--- src/source/cpu_isa_pkg.sv ---
// ISA word and register index types, opcode and funct codes, ALU operation enum
package cpu_isa_pkg;

    typedef logic [31:0] word_t;
    typedef logic [4:0]  reg_idx_t;

    typedef enum logic [2:0] {
        ALU_ADD,
        ALU_SUB,
        ALU_AND,
        ALU_OR,
        ALU_XOR,
        ALU_SLT,
        ALU_LUI
    } alu_op_e;

    // primary opcodes, instr[31:26]
    localparam logic [5:0] OPC_SPECIAL = 6'h00;
    localparam logic [5:0] OPC_ADDIU   = 6'h09;
    localparam logic [5:0] OPC_ORI     = 6'h0d;
    localparam logic [5:0] OPC_LUI     = 6'h0f;

    // SPECIAL funct field, instr[5:0]
    localparam logic [5:0] FN_ADDU  = 6'h21;
    localparam logic [5:0] FN_SUBU  = 6'h23;
    localparam logic [5:0] FN_AND   = 6'h24;
    localparam logic [5:0] FN_OR    = 6'h25;
    localparam logic [5:0] FN_XOR   = 6'h26;
    localparam logic [5:0] FN_SLT   = 6'h2a;
    localparam logic [5:0] FN_BREAK = 6'h0d;

    localparam word_t NOP_WORD = 32'h0000_0000;  // sll r0,r0,0

endpackage

--- src/source/decode_stage.sv ---
// instruction decode, operand bypass, break drain FSM and decode/execute register
`timescale 1ns/1ps

module decode_stage (
    input  logic                     clk,
    input  logic                     resetn,
    input  logic                     start_i,
    input  logic                     if_valid_i,
    input  cpu_isa_pkg::word_t       if_instr_i,
    output cpu_isa_pkg::reg_idx_t    rf_raddr_a_o,
    output cpu_isa_pkg::reg_idx_t    rf_raddr_b_o,
    input  cpu_isa_pkg::word_t       rf_rdata_a_i,
    input  cpu_isa_pkg::word_t       rf_rdata_b_i,
    input  logic                     ex_fwd_wr_i,
    input  cpu_isa_pkg::reg_idx_t    ex_fwd_rd_i,
    input  cpu_isa_pkg::word_t       ex_fwd_data_i,
    input  logic                     wb_wr_i,
    input  cpu_isa_pkg::reg_idx_t    wb_rd_i,
    input  cpu_isa_pkg::word_t       wb_data_i,
    output logic                     halt_o,
    output logic                     id_valid_o,
    output cpu_isa_pkg::alu_op_e     id_alu_op_o,
    output cpu_isa_pkg::word_t       id_opa_o,
    output cpu_isa_pkg::word_t       id_opb_o,
    output cpu_isa_pkg::reg_idx_t    id_rd_o,
    output logic                     id_wr_en_o,
    output logic                     id_break_o
);

    typedef enum logic {
        DEC_RUN,
        DEC_DRAIN
    } dec_state_e;

    dec_state_e            state;
    logic [5:0]            opcode;
    logic [5:0]            funct;
    cpu_isa_pkg::reg_idx_t rs;
    cpu_isa_pkg::reg_idx_t rt;
    cpu_isa_pkg::reg_idx_t dest;
    logic [15:0]           imm;
    cpu_isa_pkg::alu_op_e  alu_op;
    logic                  wr_en;
    logic                  is_break;
    logic                  use_imm;
    logic                  sext_imm;
    logic                  accept;
    cpu_isa_pkg::word_t    imm_ext;
    cpu_isa_pkg::word_t    opa;
    cpu_isa_pkg::word_t    opb;

    // youngest producer wins and r0 is never forwarded
    function automatic cpu_isa_pkg::word_t pick_operand(
        input cpu_isa_pkg::reg_idx_t idx,
        input cpu_isa_pkg::word_t    rf_data
    );
        if (idx == '0) begin
            return '0;
        end else if (ex_fwd_wr_i && ex_fwd_rd_i == idx) begin
            return ex_fwd_data_i;
        end else if (wb_wr_i && wb_rd_i == idx) begin
            return wb_data_i;
        end
        return rf_data;
    endfunction

    assign opcode = if_instr_i[31:26];
    assign rs     = if_instr_i[25:21];
    assign rt     = if_instr_i[20:16];
    assign funct  = if_instr_i[5:0];
    assign imm    = if_instr_i[15:0];

    assign rf_raddr_a_o = rs;
    assign rf_raddr_b_o = rt;

    always_comb begin
        alu_op   = cpu_isa_pkg::ALU_ADD;
        wr_en    = 1'b0;
        is_break = 1'b0;
        use_imm  = 1'b0;
        sext_imm = 1'b0;
        case (opcode)
            cpu_isa_pkg::OPC_SPECIAL: begin
                wr_en = 1'b1;
                case (funct)
                    cpu_isa_pkg::FN_ADDU: alu_op = cpu_isa_pkg::ALU_ADD;
                    cpu_isa_pkg::FN_SUBU: alu_op = cpu_isa_pkg::ALU_SUB;
                    cpu_isa_pkg::FN_AND:  alu_op = cpu_isa_pkg::ALU_AND;
                    cpu_isa_pkg::FN_OR:   alu_op = cpu_isa_pkg::ALU_OR;
                    cpu_isa_pkg::FN_XOR:  alu_op = cpu_isa_pkg::ALU_XOR;
                    cpu_isa_pkg::FN_SLT:  alu_op = cpu_isa_pkg::ALU_SLT;
                    cpu_isa_pkg::FN_BREAK: begin
                        wr_en    = 1'b0;
                        is_break = 1'b1;
                    end
                    default: wr_en = 1'b0;  // nop and unsupported funct
                endcase
            end
            cpu_isa_pkg::OPC_ADDIU: begin
                wr_en    = 1'b1;
                use_imm  = 1'b1;
                sext_imm = 1'b1;
            end
            cpu_isa_pkg::OPC_ORI: begin
                alu_op  = cpu_isa_pkg::ALU_OR;
                wr_en   = 1'b1;
                use_imm = 1'b1;
            end
            cpu_isa_pkg::OPC_LUI: begin
                alu_op  = cpu_isa_pkg::ALU_LUI;
                wr_en   = 1'b1;
                use_imm = 1'b1;
            end
            default: begin
            end
        endcase
    end

    assign imm_ext = sext_imm ? {{16{imm[15]}}, imm} : {16'h0000, imm};
    assign dest    = use_imm ? rt : if_instr_i[15:11];

    always_comb begin
        opa = pick_operand(rs, rf_rdata_a_i);
        opb = use_imm ? imm_ext : pick_operand(rt, rf_rdata_b_i);
    end

    assign accept = (state == DEC_RUN) & if_valid_i;
    assign halt_o = accept & is_break;

    always_ff @(posedge clk) begin
        if (!resetn) begin
            state <= DEC_RUN;
        end else if (start_i) begin
            state <= DEC_RUN;
        end else if (halt_o) begin
            state <= DEC_DRAIN;  // squash until next start
        end
    end

    always_ff @(posedge clk) begin
        if (!resetn) begin
            id_valid_o <= 1'b0;
            id_wr_en_o <= 1'b0;
            id_break_o <= 1'b0;
        end else begin
            id_valid_o <= accept;
            id_wr_en_o <= accept & wr_en;
            id_break_o <= accept & is_break;
        end
    end

    always_ff @(posedge clk) begin
        id_alu_op_o <= alu_op;
        id_opa_o    <= opa;
        id_opb_o    <= opb;
        id_rd_o     <= dest;
    end

endmodule

--- config.mk ---
export PLATFORM = sky130hd
export DESIGN_NAME = decode_stage
export DESIGN_NICKNAME = d
export VERILOG_FILES = /design/src/source/cpu_isa_pkg.sv /design/src/source/decode_stage.sv
export SDC_FILE = /design/constraint.sdc
export NUM_CORES = 1
export LEC_CHECK = 0
export BUFFER_PORTS_ARGS = -buffer_cell sky130_fd_sc_hd__buf_2
export CAP_MARGIN = 5
export CORE_ASPECT_RATIO = 0.6
export CORE_UTILIZATION = 38
export DETAILED_ROUTE_END_ITERATION = 6
export PLACE_DENSITY = 0.77
export SYNTH_ARGS = -nofsm -noshare
export SYNTH_HDL_FRONTEND = slang
export SYNTH_SLANG_ARGS = --single-unit
export TNS_END_PERCENT = 1
--- constraint.sdc ---
create_clock -name clk -period 1.4 [get_ports clk]
set_input_delay 0.21 -clock clk [delete_from_list [all_inputs] [get_ports clk]]
set_output_delay 0.21 -clock clk [all_outputs]
set_load 0.02 [all_outputs]
==> flow_summary_export.csv, run 1 <==
group,metric,value,unit
run_status,outcome,"finished with violations",
run_status,violations,"setup timing",
global_routing,antenna_found_initial,1,
timing,worst_pin_slew,0.645,ns
synth,synthSimpleGateAreaFrac,0.101,
synth,synth-xor-area-share,0.0488,
synth,ys_async_sr_fraction,0,
synth,synth_nets,611,
synth,syn_inst,435,
timing,max_freq,660,MHz
timing,setup_ws,-0.115,ns
timing,min_period,1.52,ns
clocking,hold_buffers,0,
setup_path,worstSetupPathType,"in -> reg",
synth,synth_seq_cells,76,
setup_path,critPathMaxFanout,13,
power_and_ir_drop,pwr-share-clk,0.361,
setup_path,cp.required,1.64,ns
synth,ys_warn_count,0,
clocking,clockBufferDepth,2,
die,start_util,0.395,
global_routing,grt_pass1_vias,4557,
placed_design,port_buffers,261,
timing,drv_slew,0,
setup_path,rr_worst_depth,6,
route,drt-total-wl,17500,um
route,drtIter0Drc,314,
clocking,clk_pin_slew_worst_paths,0.06,ns
route,drtPass1Iterations,5,
global_routing,grt_max_degree,53,
finish,drive_above_1_share,0.568,
placed_design,placed_area,5570,um2
power_and_ir_drop,ir_worst_vdd,0.566,mV
finish,fill_cells,801,
route,vias,4736,
timing,fin_crit_sh,1.08,
synth,synth_cell_types,39,
power_and_ir_drop,internal-power,0.00432,W
worst_hold_path,hp-class,"in -> reg",
placed_design,globalplace.congestion,0.873,
timing,rsz0062_at_grt,"true",
clocking,clk_latency,0.32,ns
route,drc,0,
die,coreArea,9980,um2
clocking,cts_tree,"built",
clocking,cts_buffers,9,
worst_hold_path,whs_path_depth,2,
clocking,clockRootBuffer,"clkbuf_16",
finish,nNetsFinal,891,
synth,synthAdderAreaFrac,0,
clocking,clock_sinks,76,
setup_path,cp-start-kind,"input port",
timing,skew,0.000496,ns
power_and_ir_drop,combPwrFrac,0.245,
synth,muxShareOfSynthArea,0.0954,
power_and_ir_drop,power_leakage,3.11,nW
die,io_pins,262,
finish,syn_to_final_growth,62.6,%
global_routing,track_usage,0.280,
timing,tns,-2.84,ns
route,vias_per_cell,5.55,
synth,syn_avg_cell_area,9.08,um2
synth,synth_flop_cell,"dfxtp_1",
timing,relSlewSlack,0.570,
synth,synth_area,3950,um2
route,antenna_left,0,
die,fp.dieArea,10800,um2
setup_path,worstSetupEndpointType,"flop",
global_routing,grt_overflow_total,0,
timing,hold_viol_final,0,
power_and_ir_drop,p_sw,0.00175,W
die,die_height,81.0,um
power_and_ir_drop,power_frac_seq,0.394,
finish,design_area,6420,um2
synth,synth_top_family_by_area,"compound AO/OA/AOI/OAI gates",
synth,synth-edff-count,0,
finish,antenna_cells,0,
run,drv_cap,0,
timing,finalSetupViolCount,64,
placed_design,place_hpwl,11700,um
power_and_ir_drop,p_sw_frac,0.288,
die,rows,28,
synth,synth-compound-area-share,0.304,
power_and_ir_drop,powerDensity,945,nW/um2
setup_path,cp.arrival,1.75,ns
power_and_ir_drop,power,0.00607,W
route,drt-wirelength-per-cell,20.6,um
synth,seq_area_frac_synth,0.385,
global_routing,grt_first_pass_wirelength,23100,um
clocking,h-tree-depth,3,
die,die_w,134,um
-- logic make-up after synthesis --
family / count (synthesis)
compound gates: 168
xor+xnor: 22
buf+inv: 48
flops: 76
mux: 37
simple gates: 84
-- flip-flops by register name, summed over array words and instances, names as in the netlist --
name / cells
state: 1
id_alu_op_o: 3
id_opa_o: 32
id_wr_en_o: 1
id_rd_o: 5
id_valid_o: 1
id_break_o: 1
id_opb_o: 32
-- per-stage QoR --
stage          setup WS [ns]  cells   util  hold slack, ns
2_1_floorplan        -0.0155    435      -           0.289
3_3_place_gp          -0.402    823  0.558           0.375
3_5_place_dp          -0.418    823  0.558           0.389
4_1_cts              -0.0701    838  0.592          0.0356
5_1_grt              -0.0973    853  0.643          0.0402
6_report              -0.115    853  0.643          0.0433
-- final timing paths --
kind / slack [ns] / startpoint / end
worst max-delay path: -0.12 / if_instr_i[23] / id_opa_o[26]
worst min-delay path: 0.04 / start_i / state
worst max register to register: 0.35 / state / state
worst min register to register: 0.50 / state / state
-- cells in the mapped netlist (2+ instances only) --
library cell	instances	area, um2
dfxtp_1	76	1520
a211oi_1	51	383
nor2_1	42	158
o21ai_0	38	190
o21a_1	34	255
mux2i_1	32	320
clkbuf_1	19	71.3
nand2_1	19	71.3
o21bai_1	16	120
a211oi_2	13	163
buf_2	12	60.1
xnor2_1	12	105
buf_4	10	75.1
o21ai_1	10	50.1
xor2_1	10	87.6
mux2_2	5	56.3
inv_1	4	15.0
buf_6	3	33.8
nand4_1	3	18.8
nor3_1	3	15.0
nand3_1	2	10.0
nand3_2	2	20.0
nor4_2	2	25.0
o22ai_1	2	12.5
-- routing by layer --
metal	track usage	part of all wire	vias to the layer above
met5	0	0	-
met4	0.0920	0.019	0
met3	0.0693	0.085	35
met2	0.477	0.47	300
met1	0.350	0.43	2274
li1	-	-	2127
-- power by group through the flow --
stage | sequential [W] | clock [W] | combinational (W)
floorplan | 0.00266 | 0 | 0.000451
global placement | 0.00243 | 0 | 0.00130
detailed placement | 0.00243 | 0 | 0.00134
CTS | 0.00239 | 0.00221 | 0.00135
global route | 0.00240 | 0.00231 | 0.00157
finish | 0.00239 | 0.00219 | 0.00149
-- critical path, stage by stage --
cell,delay [ns]
buf_2,0.11
buf_4,0.14
xor2_1,0.17
nor4_2,0.35
nand3_2,0.13
buf_6,0.17
clkbuf_16,0.19
a211oi_2,0.26
-- what timing repair did --
action | CTS | global route
pin swaps | 4 | 55
buffers inserted | 1 | 5
setup endpoints to repair | 44 | 58
hold endpoints to repair | 0 | 0
gates resized for setup | 15 | 57
cloned | 0 | 10
-- cells in the final DEF, fill, tap and decap left out, drive strengths merged --
| cell type | Yosys | layout |
|---|---|---|
| buf | 25 | 306 |
| dfxtp | 76 | 76 |
| a211oi | 64 | 64 |
| o21ai | 48 | 48 |
| nor2 | 43 | 43 |
| o21a | 34 | 34 |
| mux2i | 32 | 32 |
| clkbuf | 19 | 20 |
| nand2 | 19 | 19 |
| o21bai | 16 | 16 |
| xnor2 | 12 | 12 |
| xor2 | 10 | 10 |
| mux2 | 5 | 5 |
| inv | 4 | 4 |
| nand3 | 4 | 4 |
| nand4 | 3 | 3 |
| nor4 | 3 | 3 |
| nor3 | 3 | 3 |
| o22ai | 2 | 2 |
| a21oi | 2 | 2 |
| nand2b | 1 | 1 |
| nand4b | 1 | 1 |
| and4bb | 1 | 1 |
| nor4b | 1 | 1 |
| a31oi | 1 | 1 |
| o41ai | 1 | 1 |
| or4 | 1 | 1 |
| nand3b | 1 | 1 |
| or2 | 1 | 1 |
| and3 | 1 | 1 |
| and2 | 1 | 1 |
| clkinvlp | 0 | 1 |
-- area by class of cell --
class / instances / area (um2) / area share
multi-input cells: 311 / 2450 / 0.382
inverters: 4 / 15.0 / 0.00234
well taps: 135 / 169 / 0.0263
flip-flops and latches: 76 / 1520 / 0.237
clock buffers: 13 / 270 / 0.0421
repair buffers: 313 / 1980 / 0.309
clock inverters: 1 / 7.51 / 0.00117
Power figures use the tool's default switching activity.
==> inputs of run 2 (changes only) <==
--- a/config.mk
+++ b/config.mk
@@ -10,7 +10,7 @@
 export CORE_ASPECT_RATIO = 0.6
 export CORE_UTILIZATION = 38
 export DETAILED_ROUTE_END_ITERATION = 6
-export PLACE_DENSITY = 0.77
+export PLACE_DENSITY = 0.84
 export SYNTH_ARGS = -nofsm -noshare
 export SYNTH_HDL_FRONTEND = slang
 export SYNTH_SLANG_ARGS = --single-unit
==> flow_summary_export.csv, run 2 (same netlist as run 1, synthesis figures left out) <==
group,metric,value,unit
run_status,outcome,"finished with violations",
run_status,violations,"setup timing",
clocking,hold_buffers,0,
timing,drv_slew,0,
placed_design,place_hpwl,11800,um
power_and_ir_drop,power,0.00623,W
die,start_util,0.395,
timing,relSlewSlack,0.566,
clocking,clockRootBuffer,"clkbuf_16",
global_routing,grt_pass1_vias,4492,
die,die_height,81.0,um
clocking,clockBufferDepth,2,
route,drc,0,
power_and_ir_drop,power_leakage,2.98,nW
placed_design,globalplace.congestion,0.861,
timing,whs,0.0392,ns
timing,worst_pin_slew,0.651,ns
setup_path,crit_cells,3,
timing,max_freq,699,MHz
setup_path,crit_buf_inv,1,
run,drv_cap,0,
timing,skew,0.000155,ns
die,coreArea,9980,um2
setup_path,critPathMaxFanout,2,
finish,top_regs,"id_opa_o x32, id_opb_o x32, id_rd_o x5",
finish,drive_above_1_share,0.498,
finish,final_common_cell,"buf_2",
setup_path,rr_worst_depth,6,
global_routing,antenna_found_initial,0,
setup_path,worstSetupEndpointType,"primary output",
die,io_pins,262,
timing,fin_crit_sh,1.02,
finish,antenna_cells,0,
global_routing,grt_max_degree,39,
setup_path,path_cells,"nand2b_4, nor4_4, buf_4",
clocking,clock_sinks,76,
setup_path,r2r_start,"state",
clocking,cts_buffers,9,
route,antenna_left,0,
setup_path,reg2reg_to,"state",
setup_path,slowest_delay,0.33,ns
finish,seq_area,1520,um2
timing,finalSetupViolCount,1,
die,die_w,134,um
setup_path,r2r_slack,0.23,ns
setup_path,cp.required,1.19,ns
route,drt-total-wl,15100,um
placed_design,dp_slack,-0.400,ns
finish,final_cell_mix,"buf_2 (259), dfxtp_1 (75), a211oi_1 (47), nor2_1 (39)",
timing,setup_ws,-0.0297,ns
finish,syn_to_final_growth,52.6,%
route,vias_per_cell,5.40,
clocking,clk_latency,0.33,ns
setup_path,cp-start-kind,"flop",
timing,hold_viol_final,0,
timing,rsz0062_at_grt,"true",
finish,multiInputGateArea,2260,um2
clocking,cts_tree,"built",
global_routing,grt_first_pass_wirelength,22700,um
finish,fill_cells,843,
global_routing,track_usage,0.272,
finish,fin_util,0.604,
setup_path,cp.arrival,1.22,ns
route,drtPass1Iterations,5,
power_and_ir_drop,powerDensity,1030,nW/um2
timing,tns,-0.0297,ns
route,drtIter0Drc,197,
global_routing,grt_overflow_total,0,
route,drt-wirelength-per-cell,18.0,um
die,fp.dieArea,10800,um2
setup_path,endpoint,"halt_o",
clocking,h-tree-depth,3,
placed_design,port_buffers,261,
route,vias,4551,
die,rows,28,
power_and_ir_drop,ir_worst_vdd,0.629,mV
setup_path,crit_start,"state",
finish,nNetsFinal,878,
clocking,clk_pin_slew_worst_paths,0.06,ns
setup_path,crit_family,"simple AND/OR/NAND/NOR gates",
timing,min_period,1.43,ns
setup_path,worstSetupPathType,"reg -> out",
worst_hold_path,hp-class,"in -> reg",
setup_path,slowest_stage,"dfxtp_2",
## run 2: how the worst min path moves through the flow
stage	start	end	slack, ns	cells past startpoint
CTS	start_i	state	0.03	2
floorplan	start_i	state	0.29	1
finish	start_i	state	0.04	2
global route	start_i	state	0.03	2
detailed placement	start_i	state	0.39	2
global placement	start_i	state	0.38	2
## run 2: cell type report
cell class                      count  area share
Multi-Input combinational cell    311       0.375
Sequential cell                    76       0.253
Timing Repair Buffer              300       0.289
Tap cell                          135      0.0280
Clock inverter                      5      0.0125
Clock buffer                       11      0.0403
Inverter                            4     0.00249
## run 2: report_power, final
part	total, W	switching, W	internal (W)
sequential	0.00239	0.0000461	0.00234
clock	0.00247	0.000872	0.00160
combinational	0.00137	0.000766	0.000604
total	0.00623	0.00168	0.00454
## run 2: stage by stage
stage	cell area (um2)	cells
6_report	6030	842
5_1_grt	6030	842
4_1_cts	5950	842
3_5_place_dp	5600	825
3_3_place_gp	5600	825
2_1_floorplan	3960	435
## run 2: routing by layer
metal / GRT usage / part of all wire / up-vias
met4: 0.101 / 0.019 / 0
met1: 0.337 / 0.43 / 2168
met2: 0.461 / 0.47 / 239
li1: - / - / 2114
met5: 0 / 0 / -
met3: 0.0699 / 0.078 / 30
## run 2: timing repair
item                                    CTS  global route
pin swaps                                 1             5
buffers inserted                          1             0
resized for setup                         5            20
endpoints found under the setup margin   22            44
